--- src/common/chip_test_params.svh ---
`ifndef CHIP_TEST_PARAMS_SVH
`define CHIP_TEST_PARAMS_SVH

////////////////////////////////////////////////////////////////////////////
// frame memory geometry
////////////////////////////////////////////////////////////////////////////
`define FRAME_WIDTH        320   // pixels per row
`define FRAME_HEIGHT       240   // rows per frame
`define COL_BITS           9
`define ROW_BITS           8
`define PIXEL_ADDR_BITS    17    // row * width + col

////////////////////////////////////////////////////////////////////////////
// region table
////////////////////////////////////////////////////////////////////////////
`define REGION_DEPTH       16
`define REGION_INDEX_BITS  4
`define COORD_BITS         9
`define OBJ_COUNT_BITS     5

////////////////////////////////////////////////////////////////////////////
// scan chain
////////////////////////////////////////////////////////////////////////////
`define SCAN_CONFIG_BITS   16
`define SCAN_ADDR_BITS     7
`define SCAN_LOAD_BITS     23    // config word above address
`define SCAN_MARKER_BITS   24
`define SCAN_READ_CYCLES   31    // config + 2 * addr + 1
`define SCAN_RESULT_BITS   16

`endif

--- src/common/chip_test_pkg.sv ---
`include "chip_test_params.svh"

package chip_test_pkg;

    // one write beat into a frame plane
    typedef struct packed {
        logic valid;
        logic pixel;
    } pixel_write_t;

    typedef struct packed {
        logic [`ROW_BITS-1:0] row;
        logic [`COL_BITS-1:0] col;
    } frame_addr_t;

    typedef struct packed {
        logic                   valid;
        logic [`COORD_BITS-1:0] coord;
    } region_write_t;

    typedef struct packed {
        logic                          valid;
        logic [`REGION_INDEX_BITS-1:0] index;
    } region_read_t;

    typedef struct packed {
        logic [`COORD_BITS-1:0] x;
        logic [`COORD_BITS-1:0] y;
    } region_entry_t;

    typedef enum logic [1:0] {
        SCAN_IDLE    = 2'd0,
        SCAN_LOAD    = 2'd1,
        SCAN_CAPTURE = 2'd2
    } scan_cmd_e;

    typedef enum logic [1:0] {
        RGN_IDLE   = 2'd0,
        RGN_STREAM = 2'd1,
        RGN_HOLD   = 2'd2
    } region_state_e;

    typedef enum logic [1:0] {
        RES_IDLE      = 2'd0,
        RES_WAIT_HOST = 2'd1,
        RES_RELEASE   = 2'd2
    } result_state_e;

endpackage

--- src/source/region_table.sv ---
`timescale 1ns/1ps
`include "chip_test_params.svh"

module region_table
    import chip_test_pkg::*;
(
    input  logic          clk,
    input  logic          reset,
    input  region_write_t region_x_write,
    input  region_write_t region_y_write,
    input  region_read_t  region_read,
    output region_entry_t region_out,
    output logic          region_valid
);

    region_write_t          tbl_write [2];   // 0 = x, 1 = y
    logic [`COORD_BITS-1:0] coord_q   [2];

    assign tbl_write[0] = region_x_write;
    assign tbl_write[1] = region_y_write;

    for (genvar t = 0; t < 2; t++) begin : gen_table
        logic [`COORD_BITS-1:0]        mem [0:`REGION_DEPTH-1];
        logic [`REGION_INDEX_BITS-1:0] wr_ptr;

        // pointer wraps at 16, only reset rewinds it
        always_ff @(posedge clk or posedge reset) begin
            if (reset)
                wr_ptr <= '0;
            else if (tbl_write[t].valid)
                wr_ptr <= wr_ptr + 1'b1;
        end

        always_ff @(posedge clk) begin
            if (tbl_write[t].valid)
                mem[wr_ptr] <= tbl_write[t].coord;
            if (region_read.valid)
                coord_q[t] <= mem[region_read.index];
        end
    end

    always_ff @(posedge clk or posedge reset) begin
        if (reset)
            region_valid <= 1'b0;
        else
            region_valid <= region_read.valid;  // lines up with coord_q
    end

    assign region_out.x = coord_q[0];
    assign region_out.y = coord_q[1];

endmodule

--- config.mk ---
export PLATFORM = sky130hd
export DESIGN_NAME = region_table
export DESIGN_NICKNAME = d
export VERILOG_FILES = /design/src/common/chip_test_pkg.sv /design/src/source/region_table.sv
export VERILOG_INCLUDE_DIRS = /design/src /design/src/common
export SDC_FILE = /design/constraint.sdc
export NUM_CORES = 1
export LEC_CHECK = 0
export BUFFER_PORTS_ARGS = -buffer_cell sky130_fd_sc_hd__buf_2
export CORE_MARGIN = 5
export CORE_UTILIZATION = 25
export DETAILED_ROUTE_END_ITERATION = 16
export PLACE_DENSITY_LB_ADDON = 0.25
export SLEW_MARGIN = 20
export SYNTH_ARGS = -nofsm -noshare
export SYNTH_HDL_FRONTEND = slang
export SYNTH_SLANG_ARGS = --single-unit
--- constraint.sdc ---
create_clock -name clk -period 3.65 [get_ports clk]
set_input_delay 0.1825 -clock clk [delete_from_list [all_inputs] [get_ports clk]]
set_output_delay 0.1825 -clock clk [all_outputs]
set_load 0.01 [all_outputs]
### After elaboration in Yosys (flattened, before gate mapping)

Memories as Yosys holds them, arrays and structs flattened.
Index checks and enable logic that the tools add are counted.

* $add $sub $neg: 2
* muxes and demuxes: 6

Operators with widths (count)
* adder 4 x 1 -> 4 bit, second input constant: 2
* 2-to-1 mux 1 bit: 6

* register bits: 9
* bits in writable memories: 306
* input bits: 27
* output and inout port bits: 19
* logic and storage cells: 14
* memories kept: 3

Memory list
* gen_table[0].mem: words 16, bits a word 9, rd ports 1, clocked after memory_dff 0, write ports 1, RTL line region_table.sv:23 `` logic [`COORD_BITS-1:0] mem [0:`REGION_DEPTH-1]; ``
* gen_table[1].mem: words 16, bits a word 9, rd ports 1, clocked after memory_dff 0, write ports 1, RTL line region_table.sv:23
* coord_q: words 2, bits a word 9, rd ports 2, clocked after memory_dff 0, write ports 2, RTL line region_table.sv:17 `` logic [`COORD_BITS-1:0] coord_q [2]; ``

### Logic depth before layout (Yosys ltp)

* depth after elaboration: 2
* depth in mapped cells: 5
* mapped depth without buffers: 4

### Least setup slack after synthesis

No wires, ideal clock.

* path kind: input port to flip-flop
* start point: in region_read[0] in the netlist's numbering
* end point: mem coord_q[0][10] in the netlist's numbering, data pin
* library setup time: 0.259 ns
* arrival time: 1.242 ns
* data required time: 3.391 ns
* path slack: 2.149 ns
* cell stages on the path: 5
* buffers on the path: 2
* path through: buf_6 buf_6 mux4_1 a22oi_1 nand2_1

RTL lines
* from (decl): RTL line region_table.sv:11 `input region_read_t region_read,`
* to (decl): RTL line region_table.sv:17

### Final worst setup path

* start point: reg gen_table[1].wr_ptr[2]
* end point: mem gen_table[1].mem[0][0] in the netlist's numbering, enable pin

RTL lines
* from (decl): RTL line region_table.sv:24 `` logic [`REGION_INDEX_BITS-1:0] wr_ptr; ``
* from (signal assigned): RTL line region_table.sv:31 `wr_ptr <= wr_ptr + 1'b1;`
* to (decl): RTL line region_table.sv:23

Straight into the memory's write port.

==> impl_metrics.toml <==
[final_layout]
final_common_cell = "edfxtp_1"
final_cells = 1252
layout_common_cells = "edfxtp_1, mux4_2, buf_2"
final_nets = 648
n_fill_cell = 4661
drive_gt1_share_pct = 22.3
syn2layout_area_growth_pct = 16.6

[pwr]
sequentialPowerShare_pct = 54.2
ir_drop_mv = 0.390
power.switching_mw = 1.92
netSwitchingFraction_pct = 23.1
p_int_mw = 6.37
p_clk_share_pct = 35.7
p_leak_nw = 4.58
p_comb_share_pct = 10.2
power_density_nw_per_um2 = 587

[hold_path]
hp-class = "in2reg"
min_to = "gen_table[0].mem[12][5]"
hold_start = "region_x_write[5]"
whs_path_depth = 1

[timing]
hold_viol = 0
slew_headroom_pct = 49.7
drv_slew = 0
rsz0062_at_grt = "false"
layout_min_cycle_time_ns = 1.77
fin_skew_ns = 0.00842
max_freq_mhz = 564
post-route-period-util_pct = 48.6
worst_pin_slew_ns = 0.754
final.setup.worst_slack_ns = 1.88
fin_setup_tns_ns = 0
setup_viol = 0

[placed_design]
place_inst = 1182
dpl_worst_slack_ns = 1.35
dp.final_hpwl_um = 16600
port_buffers = 45
routabilityCongestion = 0.687

[clocking]
clk_pin_slew_ns = 0.07
cts_hold_buf = 14
cts_setup_buffers = 0
cts_resized = 0
clockBufferDepth = 3
clkLatencyLatePin_ns = 0.55
clock-sinks = 315
root_buffer = "clkbuf_16"
htreeDepth = 1
numCtsBuffers = 30
cts_tree = "done"

[yosys]
syn_area_per_cell_um2 = 22.4
synth_fp_nets = 574
syn_inst = 539
ys_warn_count = 0
ys_seq_area_share_pct = 77.8
synth_cell_type_count = 24
syn_area_um2 = 12100
ys_ff_latch = 315

[floorplanning]
die_y_um = 230
die_x_um = 230
core_um2 = 47800
num_rows = 80
start_util_pct = 25.3
ios = 46
die_area_um2 = 52900

[grt]
grt_pass1_wl_um = 39500
grt_max_degree = 37
grt.total_usage_pct = 9.93
antenna_found_initial = 3
grt_pass1_vias = 5896
grt_overflow = 0

[critical_path]
crit_path_end_kind = "register"
path_max_fanout = 9
r2r-end = "gen_table[1].mem[0][0]"
crit_chain = "nor3b_1 > and2_1"
rr_worst_depth = 2
startpoint_type = "register"
cp.arrival_ns = 1.95
rrSetupSlack_ns = 1.88
reg2reg_from = "gen_table[1].wr_ptr[2]"
cp.required_ns = 3.83
crit_type = "reg2reg"
max_stage_delay_ns = 0.61
worst_path_max_delay_cell = "and2_1"

[job]
drv_cap = 0

[routing]
ant_nets = 0
drc = 0
routed_wirelength_um = 26600
via_per_inst = 4.42
drtPass1Iterations = 4
drt_iter0_markers = 393
wl_per_cell_um = 21.2
vias = 5534

[status]
status = "finished clean"
==> layout make-up <==
type	count	area [µm²]	share of cell area, %
inverter	5	18.8	0.133
antenna	1	2.50	0.0177
tap	615	769	5.46
clock buffer	42	817	5.79
sequential	315	9410	66.8
timing repair buffer	67	453	3.21
multi-input combinational	194	2520	17.8
clock inverter	13	111	0.790
==> through the flow <==
step | utilization, % | hold WS [ns] | power, mW | area (µm²)
after floorplan | - | 0.0104 | 5.04 | 12100
after detailed placement | 27.2 | 0.217 | 5.43 | 13000
after CTS | 29.5 | 0.00165 | 8.41 | 14100
after global routing | 29.5 | 0.0103 | 8.65 | 14100
after global placement | 27.2 | 0.197 | 5.37 | 13000
final | 29.5 | 0.0260 | 8.28 | 14100
==> worst max path at each step <==
stage / start / end / slack (ns) / cells after the start
after global routing: gen_table[1].wr_ptr[2] / gen_table[1].mem[2][5] / 1.73 / 2
after global placement: region_read[0] / coord_q[0][10] / 1.36 / 5
after CTS: gen_table[0].wr_ptr[2] / gen_table[0].mem[1][4] / 1.88 / 2
after floorplan: region_read[0] / coord_q[0][10] / 2.15 / 5
final: gen_table[1].wr_ptr[2] / gen_table[1].mem[0][0] / 1.88 / 2
after detailed placement: region_read[0] / coord_q[0][10] / 1.35 / 5
==> state kept, by name, summed over array words and instances (netlist names) <==
signal            cells
coord_q              18
gen_table.mem       288
gen_table.wr_ptr      8
region_valid          1
==> Yosys cell counts <==
master    instances  area share, %
buf_4             3           0.19
inv_1             5           0.16
nor3b_1           2           0.12
buf_1             6           0.19
edfxtp_1        306             76
a22oi_1          36            2.2
nor2_1            3          0.093
buf_2             3           0.12
nor2b_1           2           0.10
buf_6             5           0.47
and3b_1           2           0.14
o21ai_0           2          0.083
and2_1           33            1.7
mux4_1           22            4.8
xor2_1            2           0.14
nand2_1          24           0.74
mux4_2           50            9.3
dfrtp_1           9            1.9
nand4_1           2           0.10
clkbuf_2          1          0.041
xnor2_1           4           0.29
clkbuf_1          7           0.22
ha_1              8           0.83
and3_1            2           0.10
==> critical path, delay by kind of cell (launching register included) <==
family / cells / cell delay, ns
flip-flops: 1 / 0.43
AND/OR/NAND/NOR: 2 / 0.96
==> layer usage <==
metal  vias to the layer above  GRT usage, %  wire length [µm]
met5                         -             0                41
met4                         6          2.76               405
met3                        30          1.57              1330
met2                       142          16.6             13300
met1                      2951          13.6             11500
li1                       2405             -                 -
==> power by group through the flow <==
stage | Clock, mW | Combinational, mW | Sequential [mW]
2_1_floorplan | 0 | 0.513 | 4.53
3_3_place_gp | 0 | 0.828 | 4.54
3_5_place_dp | 0 | 0.856 | 4.57
4_1_cts | 3.04 | 0.871 | 4.50
5_1_grt | 3.20 | 0.933 | 4.52
6_report | 2.95 | 0.842 | 4.49
==> cell families (layout without fill, tap and decap cells) <==
family | count (synthesis) | after routing | share of synthesized area (%)
flops | 315 | 315 | 77.8
mux | 72 | 72 | 14.1
simple gates | 70 | 70 | 3.12
compound gates | 38 | 38 | 2.32
buf+inv | 30 | 127 | 1.38
fa+ha+maj | 8 | 8 | 0.828
xor+xnor | 6 | 6 | 0.434
other cells | 0 | 1 | 0
No activity file was read; power rests on OpenSTA's default activity.
