<file path="src/common/chip_test_params.svh">
`ifndef CHIP_TEST_PARAMS_SVH
`define CHIP_TEST_PARAMS_SVH

////////////////////////////////////////////////////////////////////////////
// frame memory geometry
////////////////////////////////////////////////////////////////////////////
`define FRAME_WIDTH        320   // pixels per row
`define FRAME_HEIGHT       240   // rows per frame
`define COL_BITS           9
`define ROW_BITS           8
`define PIXEL_ADDR_BITS    17    // row * width + col

////////////////////////////////////////////////////////////////////////////
// region table
////////////////////////////////////////////////////////////////////////////
`define REGION_DEPTH       16
`define REGION_INDEX_BITS  4
`define COORD_BITS         9
`define OBJ_COUNT_BITS     5

////////////////////////////////////////////////////////////////////////////
// scan chain
////////////////////////////////////////////////////////////////////////////
`define SCAN_CONFIG_BITS   16
`define SCAN_ADDR_BITS     7
`define SCAN_LOAD_BITS     23    // config word above address
`define SCAN_MARKER_BITS   24
`define SCAN_READ_CYCLES   31    // config + 2 * addr + 1
`define SCAN_RESULT_BITS   16

`endif

</file>
<file path="src/common/chip_test_pkg.sv">
`include "chip_test_params.svh"

package chip_test_pkg;

    // one write beat into a frame plane
    typedef struct packed {
        logic valid;
        logic pixel;
    } pixel_write_t;

    typedef struct packed {
        logic [`ROW_BITS-1:0] row;
        logic [`COL_BITS-1:0] col;
    } frame_addr_t;

    typedef struct packed {
        logic                   valid;
        logic [`COORD_BITS-1:0] coord;
    } region_write_t;

    typedef struct packed {
        logic                          valid;
        logic [`REGION_INDEX_BITS-1:0] index;
    } region_read_t;

    typedef struct packed {
        logic [`COORD_BITS-1:0] x;
        logic [`COORD_BITS-1:0] y;
    } region_entry_t;

    typedef enum logic [1:0] {
        SCAN_IDLE    = 2'd0,
        SCAN_LOAD    = 2'd1,
        SCAN_CAPTURE = 2'd2
    } scan_cmd_e;

    typedef enum logic [1:0] {
        RGN_IDLE   = 2'd0,
        RGN_STREAM = 2'd1,
        RGN_HOLD   = 2'd2
    } region_state_e;

    typedef enum logic [1:0] {
        RES_IDLE      = 2'd0,
        RES_WAIT_HOST = 2'd1,
        RES_RELEASE   = 2'd2
    } result_state_e;

endpackage

</file>
<file path="src/scan_chain/scan_chain.sv">
`timescale 1ns/1ps
`include "chip_test_params.svh"

module scan_chain
    import chip_test_pkg::*;
(
    input  logic                          clk,
    input  logic                          reset,
    input  scan_cmd_e                     scan_cmd,
    input  logic [`SCAN_CONFIG_BITS-1:0]  scan_config,
    input  logic [`SCAN_ADDR_BITS-1:0]    scan_addr,
    input  logic                          serial_in,
    output logic                          serial_out,
    output logic                          update_strobe,
    output logic                          capture_strobe,
    output logic [`SCAN_RESULT_BITS-1:0]  scan_result
);

    logic [`SCAN_LOAD_BITS-1:0]   load_shift;
    logic [`SCAN_MARKER_BITS-1:0] update_marker;
    logic [`SCAN_MARKER_BITS-1:0] capture_marker;
    logic [`SCAN_MARKER_BITS-1:0] marker_init;
    logic [`SCAN_MARKER_BITS-1:0] readback;     // serial_in enters at the top
    logic [4:0]                   read_count;

    assign marker_init    = {1'b1, {(`SCAN_MARKER_BITS-1){1'b0}}};
    assign serial_out     = load_shift[0];      // lsb first
    assign update_strobe  = update_marker[0];
    assign capture_strobe = capture_marker[0];

    ////////////////////////////////////////////////////////////////////////////
    // load shifter and strobe markers
    ////////////////////////////////////////////////////////////////////////////
    always_ff @(posedge clk or posedge reset) begin
        if (reset) begin
            load_shift     <= '0;
            update_marker  <= '0;
            capture_marker <= '0;
        end else begin
            case (scan_cmd)
                SCAN_LOAD: begin
                    load_shift     <= {scan_config, scan_addr};
                    update_marker  <= marker_init;
                    capture_marker <= '0;
                end
                SCAN_CAPTURE: begin
                    // address only, config field zero
                    load_shift     <= {{`SCAN_CONFIG_BITS{1'b0}}, scan_addr};
                    update_marker  <= '0;
                    capture_marker <= marker_init;
                end
                default: begin
                    load_shift     <= load_shift >> 1;
                    update_marker  <= update_marker >> 1;
                    capture_marker <= capture_marker >> 1;
                end
            endcase
        end
    end

    ////////////////////////////////////////////////////////////////////////////
    // readback deserializer
    ////////////////////////////////////////////////////////////////////////////
    always_ff @(posedge clk or posedge reset) begin
        if (reset) begin
            readback    <= '0;
            read_count  <= 5'(`SCAN_READ_CYCLES);   // idle until first capture
            scan_result <= '0;
        end else if (capture_strobe) begin
            readback   <= '0;
            read_count <= '0;
        end else if (read_count < 5'(`SCAN_READ_CYCLES)) begin
            readback   <= {serial_in, readback[`SCAN_MARKER_BITS-1:1]};
            read_count <= read_count + 1'b1;
        end else begin
            scan_result <= readback[`SCAN_RESULT_BITS-1:0];  // held until next capture
        end
    end

endmodule

</file>
<file path="config.mk">
export PLATFORM = sky130hd
export DESIGN_NAME = scan_chain
export DESIGN_NICKNAME = d
export VERILOG_FILES = /design/src/common/chip_test_pkg.sv /design/src/scan_chain/scan_chain.sv
export VERILOG_INCLUDE_DIRS = /design/src /design/src/common
export SDC_FILE = /design/constraint.sdc
export NUM_CORES = 1
export LEC_CHECK = 0
export ABC_AREA = 1
export BUFFER_PORTS_ARGS = -buffer_cell sky130_fd_sc_hd__buf_2
export CAP_MARGIN = 20
export CORE_MARGIN = 3
export CORE_UTILIZATION = 52
export DETAILED_ROUTE_END_ITERATION = 10
export MAX_ROUTING_LAYER = met4
export PLACE_DENSITY = 0.77
export SLEW_MARGIN = 10
export SYNTH_ARGS = -nofsm -noshare
export SYNTH_HDL_FRONTEND = slang
export SYNTH_SLANG_ARGS = --single-unit
</file>
<file path="constraint.sdc">
create_clock -name clk -period 3.47 [get_ports clk]
set_input_delay 0.347 -clock clk [delete_from_list [all_inputs] [get_ports clk]]
set_output_delay 0.347 -clock clk [all_outputs]
set_load 0.005 [all_outputs]
</file>
# ---- Yosys cells after proc, flatten, opt, wreduce, memory -nomap -nowiden
# Cells that the tools add are included.
# W data, S select, Z words.
dict set report totals {
  regBits 116
  latchBits 0
  ramBits 0
  mem_bits_ro 0
  input_bits 28
  out_inout_bits 19
  elab_cells 21
  memories 0
}
dict set report classes {
  n_addsub 1
  n_mul 0
  div 0
  n_lt_le_gt_ge 1
  eq_ne 2
  shifts 0
  muxes 7
  bitwise 2
  reduce_logical 2
}
# cell n
set ops {}
lappend ops {{$pmux W24 S2} 2}
lappend ops {{$mux W24} 2}
lappend ops {{$pmux W23 S2} 1}
lappend ops {{$mux W5} 2}
lappend ops {{$add A5 B1 Y5 const B} 1}
lappend ops {{$lt A5 B5 Y1 const B} 1}
lappend ops {{$eq A2 B1 Y1 const B} 1}
lappend ops {{$eq A2 B2 Y1 const B} 1}
lappend ops {{$not A1 Y1} 2}
lappend ops {{$reduce_and A2 Y1} 1}
lappend ops {{$reduce_bool A2 Y1} 1}

# ---- Logic depth before layout (Yosys ltp)
dict set report logic_depth {
  depth_word 3
  ltp_mapped 7
  depth_no_buf 6
}

# ---- Worst setup path after synthesis
# OpenSTA, ideal clock, no wires.
dict set report synth_path {
  path_type {input port to flip-flop}
  start {input scan_cmd[1]}
  end {register load_shift[0]}
  setup_ns 0.117
  arrival_time_ns 1.235
  t_required_ns 3.353
  slack_ns 2.118
  stages 7
  n_path_buf 2
  path_cell_list {inv_1 ha_1 buf_2 or2_2 clkbuf_1 nand3_1 nand2_1}
}
dict set report synth_via {
  elab_chain_len 2
  word_cells_on_any_way 3
  classes_between {eq/ne (2); mux (1)}
}
# item line_no
set synth_rtl {}
lappend synth_rtl {{from (decl)} scan_chain.sv:9} ;# input scan_cmd_e scan_cmd,
lappend synth_rtl {{$eq A2 B2 Y1 or $eq A2 B1 Y1 (tied branches)} scan_chain.sv:40} ;# case (scan_cmd)
lappend synth_rtl {{$pmux W23 S2 (*)} scan_chain.sv:40}
lappend synth_rtl {{to (signal assigned)} scan_chain.sv:42} ;# load_shift <= {scan_config, scan_addr};
lappend synth_rtl {{to (signal assigned)} scan_chain.sv:48} ;# load_shift <= {{`SCAN_CONFIG_BITS{1'b0}}, scan_addr};
lappend synth_rtl {{to (signal assigned)} scan_chain.sv:53} ;# load_shift <= load_shift >> 1;
lappend synth_rtl {{to (decl)} scan_chain.sv:19} ;# logic [`SCAN_LOAD_BITS-1:0] load_shift;
# Mark *: on every way between the ends. The rest lies on a longest branch, timed or not.
# A chain may end at the register's enable or synchronous reset.

# ---- Final worst setup path
dict set report layout_path {
  start {register capture_marker[0]}
  end {register readback[7]}
}
dict set report layout_via {
  elab_chain_len 1
  word_cells_on_any_way 2
  classes_between {mux (1); reduce/logical (1)}
}
# item line_no
set layout_rtl {}
lappend layout_rtl {{from (decl)} scan_chain.sv:21} ;# logic [`SCAN_MARKER_BITS-1:0] capture_marker;
lappend layout_rtl {{from (signal assigned)} scan_chain.sv:50} ;# capture_marker <= marker_init;
lappend layout_rtl {{from (signal assigned)} scan_chain.sv:55} ;# capture_marker <= capture_marker >> 1;
lappend layout_rtl {{$mux W24 or $reduce_bool A2 Y1 (tied branches)} --}
lappend layout_rtl {{to (signal assigned)} scan_chain.sv:73} ;# readback <= {serial_in, readback[`SCAN_MARKER_BITS-1:1]};
lappend layout_rtl {{to (decl)} scan_chain.sv:23} ;# logic [`SCAN_MARKER_BITS-1:0] readback;
# Several ways; a longest one is shown, not always the timed one.

==> flow_metrics.py <==
metrics = {
    "critical_path": {
        "reg2reg_from": "capture_marker[0]$_DFF_PP0_",
        "regToRegEndpoint": "readback[7]$_DFFE_PP0P_",
        "crit_path_max_incr_delay_ns": 0.73,
        "critical_path_arrival_ns": 2.69,
        "end_kind": "flop",
        "reg2reg_depth": 4,
        "cp_max_fo": 43,
        "cp_cell_sequence": "nor2_4 > nand3_4 > nand2_1 > nand2_1",
        "path_buf_inv": 0,
        "start_kind": "flop",
        "cp_slowest_cell": "dfrtp_1",
        "crit_family": "simple AND/OR/NAND/NOR gates",
        "crit_required_ns": 3.86,
        "crit_type": "reg -> reg",
        "r2r_slack_ns": 1.17,
        "crit_top_cell": "nand2_1",
    },
    "global_routing": {
        "globalRouteOverflowTotal": 0,
        "grt_max_degree": 93,
        "grt.total_usage_pct": 17.8,
        "grt_pass1_wl_um": 13500,
        "first_global_vias": 3101,
        "antenna_found_initial": 0,
    },
    "power": {
        "power-per-cell-area_nw_per_um2": 732,
        "peakVddDrop_v": 0.000405,
        "p_int_uw": 2900,
        "p_switching_uw": 1020,
        "power_switching_share_pct": 26.0,
        "seqPwrFrac_pct": 44.7,
        "comb_power_share_pct": 13.9,
        "leakagePower_uw": 0.00327,
        "clkPwrFrac_pct": 41.4,
    },
    "logic_synthesis": {
        "synth_seq_cells": 116,
        "yosysSeqAreaShare_pct": 64.4,
        "synth_mux_area_share_pct": 0,
        "syn_nets": 519,
        "synth_cell_types": 20,
        "yosysWarnings": 0,
        "synth-simple-area-share_pct": 23.6,
        "avgSynthCellArea_um2": 9.30,
        "synth_fa_ha_area_share_pct": 1.38,
        "synth_xor_area_share_pct": 0.194,
        "synth.cell_area_um2": 4520,
        "synth_compound_area_share_pct": 0.443,
        "syn_inst": 486,
        "synth_top_family_by_area": "simple AND/OR/NAND/NOR gates",
    },
    "floorplanning": {
        "die_x_um": 99.2,
        "die_area_um2": 9840,
        "ioPinCount": 47,
        "die_h_um": 99.2,
        "start_util_pct": 54.2,
        "core.rowCount": 33,
        "coreArea_um2": 8340,
    },
    "sta": {
        "tightest_slew_ns": 0.966,
        "skew_ns": 0.00690,
        "fin_hold_ws_ns": 0.0271,
        "max_freq_ghz": 0.435,
        "maxSlewHeadroom_pct": 35.6,
        "maxSlewViolCount": 0,
        "rsz0062_at_grt": "false",
        "fin_ws_ns": 1.17,
        "post-route-min-period_ns": 2.30,
        "setup_violations": 0,
        "finalSetupTns_ns": 0,
        "min_period_over_period_pct": 66.3,
        "hold_viol": 0,
    },
    "final_layout": {
        "drive_gt1_share_pct": 17.3,
        "register_area_um2": 2910,
        "diodes": 0,
        "stdcell_area_um2": 5360,
        "area_growth_syn_to_layout_pct": 18.6,
        "fillers": 696,
        "nets": 565,
        "multi_input_area_um2": 1160,
        "instances_no_fill": 649,
    },
    "place": {
        "placed_cell_area_um2": 4760,
        "portBuffers": 46,
        "routabilityCongestion": 0.767,
        "placed_cells": 616,
        "dp_slack_ns": 1.16,
        "hpwl_um": 4480,
    },
    "job": {
        "drv_cap": 0,
    },
    "clock_network": {
        "cts_tree": "built",
        "post_cts_buffers": 0,
        "path_clk_slew_ns": 0.05,
        "ctsResizeCount": 0,
        "ctsHoldBuffers": 0,
        "cts.path.max_buffers": 2,
        "cts_num_sinks": 116,
        "numCtsBuffers": 17,
        "htreeDepth": 4,
        "clock_latency_ns": 0.51,
        "cts-root-buf": "clkbuf_8",
    },
    "drt": {
        "routedWlPerCell_um": 11.7,
        "wl_um": 7570,
        "drc_errors": 0,
        "detail_route.iter0.violations": 147,
        "vias": 3078,
        "drt_pass1_iterations": 4,
        "ant_nets": 0,
        "vias_per_cell": 4.74,
    },
    "hold_path": {
        "hold_start": "scan_config[15]",
        "whs_endpoint": "load_shift[22]$_DFF_PP0_",
        "hp-class": "in -> reg",
        "hold_depth": 3,
    },
    "status": {
        "status": "completed",
    },
}
-- metal layers --
layer | up-vias | global-route usage, % | part of all wire (%)
met3 | 12 | 5.47 | 5.1
met1 | 1479 | 22.1 | 45
met2 | 66 | 27.3 | 49
met5 | - | - | 0
met4 | 0 | 7.04 | 1.2
li1 | 1521 | - | -
-- stage by stage --
step	power, uW	utilization [%]
after global routing	4150	64.2
after global placement	2290	57.1
final	3920	64.2
after detailed placement	2320	57.1
after floorplan	2120	-
after CTS	3970	63.8
-- cell families after synthesis --
logic type | after synthesis
flops | 116
simple gates | 255
xor+xnor | 1
buf+inv | 105
fa+ha+maj | 5
compound gates | 4
-- state kept, by name (all words and copies together) (netlist names) --
register        flops
load_shift         23
scan_result        16
update_marker      24
readback           24
read_count          5
capture_marker     24
-- worst max path at each step --
| stage | startpoint | to | slack (ns) | depth (start not counted) |
|---|---|---|---|---|
| after global routing | capture_marker[0]$_DFF_PP0_ | readback[7]$_DFFE_PP0P_ | 0.92 | 4 |
| after floorplan | reset | capture_marker[0]$_DFF_PP0_ | 0.06 | 1 |
| after CTS | capture_marker[0]$_DFF_PP0_ | readback[7]$_DFFE_PP0P_ | 1.17 | 4 |
| after detailed placement | capture_marker[0]$_DFF_PP0_ | readback[7]$_DFFE_PP0P_ | 1.16 | 4 |
| final | capture_marker[0]$_DFF_PP0_ | readback[7]$_DFFE_PP0P_ | 1.17 | 4 |
| after global placement | capture_marker[0]$_DFF_PP0_ | readback[23]$_DFFE_PP0P_ | 1.28 | 4 |
-- Yosys cell counts --
cell	number	share of area, %
nand2_1	177	15
dfrtp_1	111	61
inv_1	80	6.6
nand3_1	46	5.1
nor2_1	24	2.0
buf_2	12	1.3
clkbuf_1	6	0.50
buf_6	5	1.2
dfstp_2	5	2.9
ha_1	5	1.4
nand3_2	3	0.66
a21oi_1	2	0.22
nor2_4	2	0.50
o21ai_0	2	0.22
buf_4	1	0.17
inv_2	1	0.083
nand3_4	1	0.39
nor2_2	1	0.14
or2_2	1	0.14
xnor2_1	1	0.19
-- power by group through the flow --
stage                     Clock [uW]  Sequential [uW]  Combinational [uW]
after floorplan                    0             1760                 355
after global placement             0             1760                 531
after detailed placement           0             1770                 545
after CTS                       1660             1760                 553
after global routing            1720             1790                 643
final                           1620             1750                 546
-- worst reg2reg max path, cell delays in order (launching register included) --
cell	delay, ns
dfrtp_1	0.73
nor2_4	0.70
nand3_4	0.47
nand2_1	0.21
nand2_1	0.07
-- placed cells by master (no fill, tap or decap) --
cell and n:
inv_1 79, buf_4 3, nand3_4 1, nor2_1 24
o21ai_0 2, nand3_1 46, a21oi_1 2, dfstp_2 5
dlygate4sd3_1 1, buf_2 46, bufinv_16 2, nand2_1 177
buf_16 1, clkbuf_16 16, nor2_4 2, inv_2 1
ha_2 1, or2_2 1, dfrtp_1 111, nand3_2 3
clkbuf_8 3, nor2_2 1, clkinv_2 3, clkbuf_1 3
clkinvlp_4 4, ha_1 4, inv_4 1, xnor2_1 1
-- cell type report --
| cell class | instances | area share, % |
|---|---|---|
| multi-input combinational | 265 | 21.7 |
| timing repair buffer | 51 | 5.42 |
| clock inverter | 9 | 1.96 |
| tap | 105 | 2.45 |
| clock buffer | 22 | 8.46 |
| sequential | 116 | 54.3 |
| inverter | 81 | 5.72 |
No activity file was read; power rests on OpenSTA's default activity.
